--- src/rv_core_pkg.sv ---
// ====================
// shared widths, opcodes and full-word constants
// instruction class, retire kind and alu op enums
// ====================

package rv_core_pkg;

    // data and register index widths
    localparam int xlen       = 32;
    localparam int reg_addr_w = 5;

    // major opcodes of the supported subset
    localparam logic [6:0] op_imm    = 7'b0010011;
    localparam logic [6:0] op_reg    = 7'b0110011;
    localparam logic [6:0] op_lui    = 7'b0110111;
    localparam logic [6:0] op_auipc  = 7'b0010111;
    localparam logic [6:0] op_store  = 7'b0100011;
    localparam logic [6:0] op_system = 7'b1110011;

    // system words matched exactly
    localparam logic [31:0] inst_ecall  = 32'h0000_0073;
    localparam logic [31:0] inst_ebreak = 32'h0010_0073;

    // decoder classes, codes follow the older decoder key
    typedef enum logic [2:0] {
        class_i       = 3'b000,
        class_n       = 3'b001,
        class_u       = 3'b010,
        class_r       = 3'b011,
        class_s       = 3'b100,
        class_illegal = 3'b111
    } inst_class_e;

    // what a retire record reports
    typedef enum logic [2:0] {
        kind_reg     = 3'd0,
        kind_store   = 3'd1,
        kind_ecall   = 3'd2,
        kind_halt    = 3'd3,
        kind_illegal = 3'd4
    } retire_kind_e;

    // alu_pass hands operand b (the immediate) straight through
    typedef enum logic [2:0] {
        alu_add  = 3'd0,
        alu_sub  = 3'd1,
        alu_sltu = 3'd2,
        alu_sra  = 3'd3,
        alu_and  = 3'd4,
        alu_pass = 3'd5
    } alu_op_e;

endpackage

--- src/rv_inst_queue.sv ---
// ====================
// instruction FIFO with
// one credit pulse per pop
// ====================

module rv_inst_queue import rv_core_pkg::*; #(
    parameter int inst_depth = 4
) (
    input  logic            clk,
    input  logic            rst_n,
    input  logic            push,
    input  logic [xlen-1:0] push_data,
    input  logic            pop,
    output logic            head_valid,
    output logic [xlen-1:0] head_inst,
    output logic            credit
);

    localparam int ptr_w = (inst_depth > 1) ? $clog2(inst_depth) : 1;
    localparam int cnt_w = $clog2(inst_depth + 1);
    localparam logic [ptr_w-1:0] last_ptr = ptr_w'(inst_depth - 1);

    // storage, no reset needed
    logic [xlen-1:0]  mem [inst_depth];
    logic [ptr_w-1:0] wr_ptr;
    logic [ptr_w-1:0] rd_ptr;
    logic [cnt_w-1:0] count;

    // sender never pushes without a credit, so no full check
    always_ff @(posedge clk) begin
        if (push) begin
            mem[wr_ptr] <= push_data;
        end
    end

    always_ff @(posedge clk or negedge rst_n) begin
        if (!rst_n) begin
            wr_ptr <= '0;
            rd_ptr <= '0;
            count  <= '0;
            credit <= 1'b0;
        end else begin
            // pointers wrap at depth, depth need not be a power of 2
            if (push) begin
                wr_ptr <= (wr_ptr == last_ptr) ? '0 : wr_ptr + 1'b1;
            end
            if (pop) begin
                rd_ptr <= (rd_ptr == last_ptr) ? '0 : rd_ptr + 1'b1;
            end
            case ({push, pop})
                2'b10:   count <= count + 1'b1;
                2'b01:   count <= count - 1'b1;
                default: count <= count;
            endcase
            // slot freed -> hand one credit back next cycle
            credit <= pop;
        end
    end

    assign head_valid = (count != '0);
    assign head_inst  = mem[rd_ptr];

endmodule

--- src/rv_decode.sv ---
// ====================
// rv32i subset decoder
// class, alu op, register fields, immediate
// ====================

module rv_decode import rv_core_pkg::*; (
    input  logic [xlen-1:0]       inst,
    output inst_class_e           inst_class,
    output alu_op_e               alu_op,
    output logic [reg_addr_w-1:0] rd_addr,
    output logic [reg_addr_w-1:0] rs1_addr,
    output logic [reg_addr_w-1:0] rs2_addr,
    output logic [xlen-1:0]       imm,
    output logic [1:0]            store_size
);

    logic [6:0] opcode;
    logic [2:0] funct3;
    logic [6:0] funct7;

    assign opcode = inst[6:0];
    assign funct3 = inst[14:12];
    assign funct7 = inst[31:25];

    assign rd_addr    = inst[11:7];
    assign rs2_addr   = inst[24:20];
    // sb, sh, sw sit in funct3[1:0]
    assign store_size = inst[13:12];

    // lui and ebreak read x0
    assign rs1_addr = (opcode == op_lui || inst == inst_ebreak) ? '0 : inst[19:15];

    // system words by full match, the rest by opcode and funct fields
    always_comb begin
        inst_class = class_illegal;
        alu_op     = alu_pass;
        if (inst == inst_ecall || inst == inst_ebreak) begin
            inst_class = class_n;
        end else begin
            case (opcode)
                op_imm: begin
                    inst_class = class_i;
                    case (funct3)
                        3'b000:  alu_op = alu_add;
                        3'b011:  alu_op = alu_sltu;
                        3'b111:  alu_op = alu_and;
                        // srai only, srli and slli are not in the subset
                        3'b101:  alu_op = alu_sra;
                        default: inst_class = class_illegal;
                    endcase
                    if (funct3 == 3'b101 && funct7 != 7'b0100000) begin
                        inst_class = class_illegal;
                    end
                end
                op_reg: begin
                    inst_class = class_r;
                    if (funct3 == 3'b000 && funct7 == 7'b0000000) begin
                        alu_op = alu_add;
                    end else if (funct3 == 3'b000 && funct7 == 7'b0100000) begin
                        alu_op = alu_sub;
                    end else begin
                        inst_class = class_illegal;
                    end
                end
                // auipc adds the pc, lui passes the immediate
                op_lui:   inst_class = class_u;
                op_auipc: begin
                    inst_class = class_u;
                    alu_op     = alu_add;
                end
                op_store: begin
                    // address is rs1 + imm
                    inst_class = (funct3[2] || funct3[1:0] == 2'b11) ? class_illegal : class_s;
                    alu_op     = alu_add;
                end
                default:  inst_class = class_illegal;
            endcase
        end
    end

    // system words keep funct12 so ebreak shows up as imm 1
    always_comb begin
        case (inst_class)
            class_i, class_n: imm = {{20{inst[31]}}, inst[31:20]};
            class_s:          imm = {{20{inst[31]}}, inst[31:25], inst[11:7]};
            class_u:          imm = {inst[31:12], 12'b0};
            default:          imm = '0;
        endcase
    end

endmodule

--- src/rv_regfile.sv ---
// ====================
// 32 x 32 register file
// two async reads, one write
// ====================

module rv_regfile import rv_core_pkg::*; (
    input  logic                  clk,
    input  logic                  rst_n,
    input  logic [reg_addr_w-1:0] rs1_addr,
    input  logic [reg_addr_w-1:0] rs2_addr,
    input  logic                  we,
    input  logic [reg_addr_w-1:0] waddr,
    input  logic [xlen-1:0]       wdata,
    output logic [xlen-1:0]       rs1_data,
    output logic [xlen-1:0]       rs2_data
);

    localparam int num_regs = 2 ** reg_addr_w;

    logic [xlen-1:0] regs [num_regs];

    // x0 is cleared at reset and never written
    always_ff @(posedge clk or negedge rst_n) begin
        if (!rst_n) begin
            for (int i = 0; i < num_regs; i++) begin
                regs[i] <= '0;
            end
        end else if (we && waddr != '0) begin
            regs[waddr] <= wdata;
        end
    end

    // combinational reads see every write from earlier edges
    assign rs1_data = regs[rs1_addr];
    assign rs2_data = regs[rs2_addr];

endmodule

--- src/rv_exec.sv ---
// ====================
// execute stage: alu, pc, output credits
// halt state and retire record register
// ====================

module rv_exec import rv_core_pkg::*; #(
    parameter int res_credits = 2
) (
    input  logic                  clk,
    input  logic                  rst_n,
    input  logic                  head_valid,
    input  inst_class_e           inst_class,
    input  alu_op_e               alu_op,
    input  logic [reg_addr_w-1:0] rd_addr,
    input  logic [xlen-1:0]       imm,
    input  logic [1:0]            store_size,
    input  logic [xlen-1:0]       rs1_data,
    input  logic [xlen-1:0]       rs2_data,
    input  logic                  res_credit,
    output logic                  pop,
    output logic                  we,
    output logic [reg_addr_w-1:0] waddr,
    output logic [xlen-1:0]       wdata,
    output logic                  res_valid,
    output retire_kind_e          res_kind,
    output logic [reg_addr_w-1:0] res_rd,
    output logic [xlen-1:0]       res_value,
    output logic [xlen-1:0]       res_store_data,
    output logic                  halted
);

    localparam int cred_w = $clog2(res_credits + 1);

    logic [cred_w-1:0] credit_cnt;
    logic [xlen-1:0]   pc;
    logic [xlen-1:0]   op_a;
    logic [xlen-1:0]   op_b;
    logic [xlen-1:0]   alu_res;
    logic [xlen-1:0]   st_data;
    retire_kind_e      kind;

    // issue when an instruction waits, a record slot is free and not halted
    assign pop = head_valid && (credit_cnt != '0) && !halted;

    // auipc takes the pc, register ops take rs2, others the immediate
    assign op_a = (inst_class == class_u) ? pc : rs1_data;
    assign op_b = (inst_class == class_r) ? rs2_data : imm;

    always_comb begin
        case (alu_op)
            alu_add:  alu_res = op_a + op_b;
            alu_sub:  alu_res = op_a - op_b;
            alu_sltu: alu_res = {{(xlen - 1){1'b0}}, op_a < op_b};
            // shamt in the low five bits
            alu_sra:  alu_res = $signed(op_a) >>> op_b[4:0];
            alu_and:  alu_res = op_a & op_b;
            default:  alu_res = op_b;
        endcase
    end

    // store data trimmed to byte, half or word
    always_comb begin
        case (store_size)
            2'b00:   st_data = {{(xlen - 8){1'b0}}, rs2_data[7:0]};
            2'b01:   st_data = {{(xlen - 16){1'b0}}, rs2_data[15:0]};
            default: st_data = rs2_data;
        endcase
    end

    // ebreak carries funct12 = 1 in the immediate
    always_comb begin
        case (inst_class)
            class_i, class_u, class_r: kind = kind_reg;
            class_s:                   kind = kind_store;
            class_n:                   kind = imm[0] ? kind_halt : kind_ecall;
            default:                   kind = kind_illegal;
        endcase
    end

    // register write lands on the pop edge
    assign we    = pop && (kind == kind_reg);
    assign waddr = rd_addr;
    assign wdata = alu_res;

    always_ff @(posedge clk or negedge rst_n) begin
        if (!rst_n) begin
            credit_cnt <= cred_w'(res_credits);
            pc         <= '0;
            res_valid  <= 1'b0;
            halted     <= 1'b0;
        end else begin
            // one credit spent per pop, one back per consumer pulse
            case ({pop, res_credit})
                2'b10:   credit_cnt <= credit_cnt - 1'b1;
                2'b01:   credit_cnt <= credit_cnt + 1'b1;
                default: credit_cnt <= credit_cnt;
            endcase
            if (pop) begin
                pc <= pc + 32'd4;
            end
            res_valid <= pop;
            // sticky until reset
            if (pop && kind == kind_halt) begin
                halted <= 1'b1;
            end
        end
    end

    // record payload, qualified by res_valid
    always_ff @(posedge clk) begin
        if (pop) begin
            res_kind       <= kind;
            res_rd         <= (kind == kind_reg) ? rd_addr : '0;
            res_value      <= (kind == kind_reg || kind == kind_store) ? alu_res : '0;
            res_store_data <= (kind == kind_store) ? st_data : '0;
        end
    end

endmodule

--- src/rv_core_top.sv ---
// ====================
// core top: queue, decoder,
// register file, execute stage
// ====================

module rv_core_top import rv_core_pkg::*; #(
    parameter int inst_depth  = 4,
    parameter int res_credits = 2
) (
    input  logic                  clk,
    input  logic                  rst_n,
    input  logic                  inst_valid,
    input  logic [xlen-1:0]       inst_data,
    input  logic                  res_credit,
    output logic                  inst_credit,
    output logic                  res_valid,
    output retire_kind_e          res_kind,
    output logic [reg_addr_w-1:0] res_rd,
    output logic [xlen-1:0]       res_value,
    output logic [xlen-1:0]       res_store_data,
    output logic                  halted
);

    // queue head
    logic                  head_valid;
    logic [xlen-1:0]       head_inst;
    logic                  pop;

    // decoded fields
    inst_class_e           inst_class;
    alu_op_e               alu_op;
    logic [reg_addr_w-1:0] rd_addr;
    logic [reg_addr_w-1:0] rs1_addr;
    logic [reg_addr_w-1:0] rs2_addr;
    logic [xlen-1:0]       imm;
    logic [1:0]            store_size;

    // register file traffic
    logic [xlen-1:0]       rs1_data;
    logic [xlen-1:0]       rs2_data;
    logic                  we;
    logic [reg_addr_w-1:0] waddr;
    logic [xlen-1:0]       wdata;

    rv_inst_queue #(
        .inst_depth (inst_depth)
    ) u_queue (
        .clk        (clk),
        .rst_n      (rst_n),
        .push       (inst_valid),
        .push_data  (inst_data),
        .pop        (pop),
        .head_valid (head_valid),
        .head_inst  (head_inst),
        .credit     (inst_credit)
    );

    // decoder and register file both look at the queue head
    rv_decode u_decode (
        .inst       (head_inst),
        .inst_class (inst_class),
        .alu_op     (alu_op),
        .rd_addr    (rd_addr),
        .rs1_addr   (rs1_addr),
        .rs2_addr   (rs2_addr),
        .imm        (imm),
        .store_size (store_size)
    );

    rv_regfile u_regfile (
        .clk      (clk),
        .rst_n    (rst_n),
        .rs1_addr (rs1_addr),
        .rs2_addr (rs2_addr),
        .we       (we),
        .waddr    (waddr),
        .wdata    (wdata),
        .rs1_data (rs1_data),
        .rs2_data (rs2_data)
    );

    rv_exec #(
        .res_credits (res_credits)
    ) u_exec (
        .clk            (clk),
        .rst_n          (rst_n),
        .head_valid     (head_valid),
        .inst_class     (inst_class),
        .alu_op         (alu_op),
        .rd_addr        (rd_addr),
        .imm            (imm),
        .store_size     (store_size),
        .rs1_data       (rs1_data),
        .rs2_data       (rs2_data),
        .res_credit     (res_credit),
        .pop            (pop),
        .we             (we),
        .waddr          (waddr),
        .wdata          (wdata),
        .res_valid      (res_valid),
        .res_kind       (res_kind),
        .res_rd         (res_rd),
        .res_value      (res_value),
        .res_store_data (res_store_data),
        .halted         (halted)
    );

endmodule

--- config.mk ---
export PLATFORM = sky130hd
export DESIGN_NAME = rv_core_top
export DESIGN_NICKNAME = d
export VERILOG_FILES = /design/src/rv_core_pkg.sv /design/src/rv_inst_queue.sv /design/src/rv_decode.sv /design/src/rv_regfile.sv /design/src/rv_exec.sv /design/src/rv_core_top.sv
export SDC_FILE = /design/constraint.sdc
export NUM_CORES = 2
export LEC_CHECK = 0
export BUFFER_PORTS_ARGS = -buffer_cell sky130_fd_sc_hd__buf_2
export CAP_MARGIN = 40
export CORE_UTILIZATION = 60
export CTS_CLUSTER_SIZE = 12
export DETAILED_ROUTE_END_ITERATION = 6
export PLACE_DENSITY = 0.8
export SETUP_SLACK_MARGIN = 0.05
export SYNTH_ARGS = -nofsm -noshare
export SYNTH_HDL_FRONTEND = slang
export SYNTH_HIERARCHICAL = 1
export SYNTH_SLANG_ARGS = --single-unit
export TNS_END_PERCENT = 30
--- constraint.sdc ---
create_clock -name clk -period 10.2 [get_ports clk]
set_input_delay 2.04 -clock clk [delete_from_list [all_inputs] [get_ports clk]]
set_output_delay 2.04 -clock clk [all_outputs]
set_load 0.05 [all_outputs]
==> results_dict.tcl <==
set metrics [dict create \
    status "finished clean" \
    rr_worst_depth 26 \
    fin_area_um2 81200 \
    routed_wl_um 260000 \
    start_kind "flop" \
    whs_path_depth 0 \
    hold_path.class "flop to flop" \
    num_io_pins 111 \
    final.period_utilization_pct 93.3 \
    grt_usage_pct 40.6 \
    place.gp.congestion 1.07 \
    ys_async_sr_fraction_pct 84.2 \
    cts_sinks 1266 \
    area_growth_pct 8.79 \
    r2r-start "u_queue/rd_ptr[0]$_DFFE_PN0P_" \
    numPlacedInstances 7968 \
    first_pass_iters 6 \
    hp-start "u_regfile/regs[1012]$_DFFE_PN0P_" \
    synth_area_leaders "dfrtp_1, mux2i_1, mux2_2, edfxtp_1, nand2_1" \
    finalClockSkew_ps 50.4 \
    max_stage_delay_ps 870 \
    hold_end "u_regfile/regs[1012]$_DFFE_PN0P_" \
    synth_top_flop_cell "dfrtp_1" \
    cp_data_required_time_ps 10630 \
    yosysTopAreaCellShare_pct 35.7 \
    startpoint "u_queue/rd_ptr[0]$_DFFE_PN0P_" \
    start_util_pct 60.4 \
    drt_iter0_markers 7550 \
    ant_nets 0 \
    synth_area_um2 74600 \
    drv_slew 0 \
    rows 129 \
    placed_area_um2 76800 \
    drive_gt1_share_pct 25.5 \
    rsz0062_at_grt "false" \
    ys_seq_area_share_pct 43.8 \
    synth_edf_count 200 \
    ys_types 104 \
    ys_ff_latch 1266 \
    arrival_ps 9940 \
    end_kind "flop" \
    core_um2 123000 \
    synthTopCellsByCount "mux2i_1, dfrtp_1, mux2_2" \
    numPortBuffers 110 \
    synthCells 6600 \
    globalRouteMet2Util_pct 60.2 \
    ys_warn_count 6 \
    total_leakage_power_uw 0.0388 \
    grt_use_met3_pct 10.8 \
    fmax_ghz 0.105 \
    path_buf_inv 4 \
    clock_latency_ps 790 \
    holdWs_ps 404 \
    busiest_layer "met2" \
    dp_hpwl_um 165000 \
    cts-resized-gates 0 \
    overflow 0 \
    hold_viol_final 0 \
    reg2reg_to "u_exec/res_value[29]$_SDFFCE_PN0P_" \
    synth_nets 6709 \
    drv_cap 0 \
    path_class "flop to flop" \
    irDropWorstVdd_uv 332 \
    cts_max_path_buffers 3 \
    grt_max_degree 187 \
    fin_setup_tns_ps 0 \
    die_x_um 355 \
    cts_tree "yes" \
    cts_setup_buffers 0 \
    drc 0 \
    synth_top_area_cell "dfrtp_1" \
    num_vias 58400 \
    antenna_found_initial 14 \
    ctsHoldBuffers 0 \
    fin_crit_ps 9510 \
    die_h_um 355 \
    path_clk_slew_ps 60 \
    yosysMostFrequentCell "mux2i_1" \
    cts_root_buf "clkbuf_16" \
    dieArea_um2 126000 \
    finalNonFillerCells 8208 \
    cts_buffers 136 \
    wl_per_cell_um 31.7 \
    nets 6579 \
    grt_pass1_wl_um 380000 \
    grt_pass1_vias 57600 \
    worst_slew_pin_slew_ps 1160 \
    avgSynthCellArea_um2 11.3 \
    critical_path.slowest_cell "dfrtp_2" \
    relSlewSlack_pct 22.5 \
    r2r_slack_ps 690 \
    path_max_fanout 25 \
    setup_viol 0 \
    critPathTopFamily "simple AND/OR/NAND/NOR gates" \
    htree_levels 4 \
    viasPerCell 7.11 \
    powerDensity_nw_per_um2 353 \
    grtUsageMet1_pct 52.6 \
]
registers in the layout (all words and copies together) (netlist names):
signal,cells
u_exec/res_store_data,32
u_exec/res_kind,3
u_regfile/regs,1024
u_queue/count,3
u_queue/mem,128
u_exec/credit_cnt,2
u_exec/pc,30
u_exec/res_valid,1
u_exec/halted,1
u_queue/credit,1
u_queue/rd_ptr,2
u_exec/res_value,32
u_exec/res_rd,5
u_queue/wr_ptr,2
logic make-up after synthesis:
family                     count (synthesis)  share of synthesized area [%]
and+or+nand+nor                         1235                           8.05
xor gates and xnor gates                  69                          0.810
adders and majority gates                 73                           1.23
DFF                                     1266                           43.8
buffers and inverters                    708                           4.81
AOI/OAI and AO/OA                       1086                           9.92
muxes                                   2163                           31.4
metrics by stage:
stage	power, uW	worst slack, ps	util [%]
6_report	28600	686	65.8
3_5_place_dp	23000	1180	62.2
2_1_floorplan	16900	3170	-
4_1_cts	27900	1070	65.8
3_3_place_gp	22800	728	61.8
5_1_grt	29300	372	65.8
per-layer routing:
metal | share of wire, % | routed length (um)
met5 | 0.051 | 133
met4 | 7.4 | 19200
met3 | 11 | 29400
met2 | 44 | 113000
met1 | 38 | 97900
power by group:
part / internal (uW) / switching (uW)
Sequential: 5540 / 227
Combinational: 5700 / 12300
Clock: 2780 / 2110
Total: 14000 / 14600
cells in the final DEF (no fill, tap or decap), types with 18 or more instances in the layout:
cell type,n
mux2i_1,1117
dfrtp_1,1064
mux2_2,965
nand2_1,473
a21oi_1,294
nand3_1,252
a22oi_1,214
edfxtp_1,200
buf_4,194
clkbuf_16,139
a22o_1,134
nor2_1,118
buf_2,110
nor3_1,102
o21ai_0,93
a31oi_1,84
inv_1,80
ha_1,72
and2_1,57
xnor2_1,52
clkbuf_1,39
mux2_1,39
and3_1,37
a21o_1,34
mux4_2,34
buf_12,33
a211oi_1,30
clkbuf_8,25
nor2b_1,23
nor2_4,19
nand4_1,18
area by class of cell:
type | instances | area [um2]
clock inverter | 32 | 368
sequential | 1266 | 32700
inverter | 85 | 319
multi-input combinational | 4626 | 38700
antenna | 4 | 10.0
tap | 1637 | 2050
timing repair buffer | 355 | 3090
fill | 9055 | 42300
clock buffer | 203 | 3970
worst reg2reg max path: stages (launching register included):
cell and delay [ps]:
dfrtp_2 870, mux4_2 650, nor4_2 550, nand3_1 330, nor4_1 480, a22oi_1 230
and2_1 310, nor2b_4 200, buf_12 230, buf_4 340, buf_4 470, a22o_1 260
nor3_1 50, a31oi_1 150, nand3_1 450, nand2_1 190, nand2_1 110, ha_1 650
inv_1 180, a21oi_1 440, o31ai_1 120, a2111oi_0 480, nor2_1 120, or3_1 320
mux2i_1 150, nor3_1 90, a211oi_1 720
worst max path at each step:
stage               slack [ps]                            endpoint  cells past startpoint
floorplan                 3170     u_regfile/regs[702]$_DFFE_PN0P_                     29
detailed placement        1180     u_regfile/regs[634]$_DFFE_PN0P_                     29
global placement           730     u_regfile/regs[570]$_DFFE_PN0P_                     28
global route               370     u_regfile/regs[634]$_DFFE_PN0P_                     29
CTS                       1070     u_regfile/regs[634]$_DFFE_PN0P_                     29
finish                     690  u_exec/res_value[29]$_SDFFCE_PN0P_                     26
Note: power is estimated with default switching activity, not from simulation.
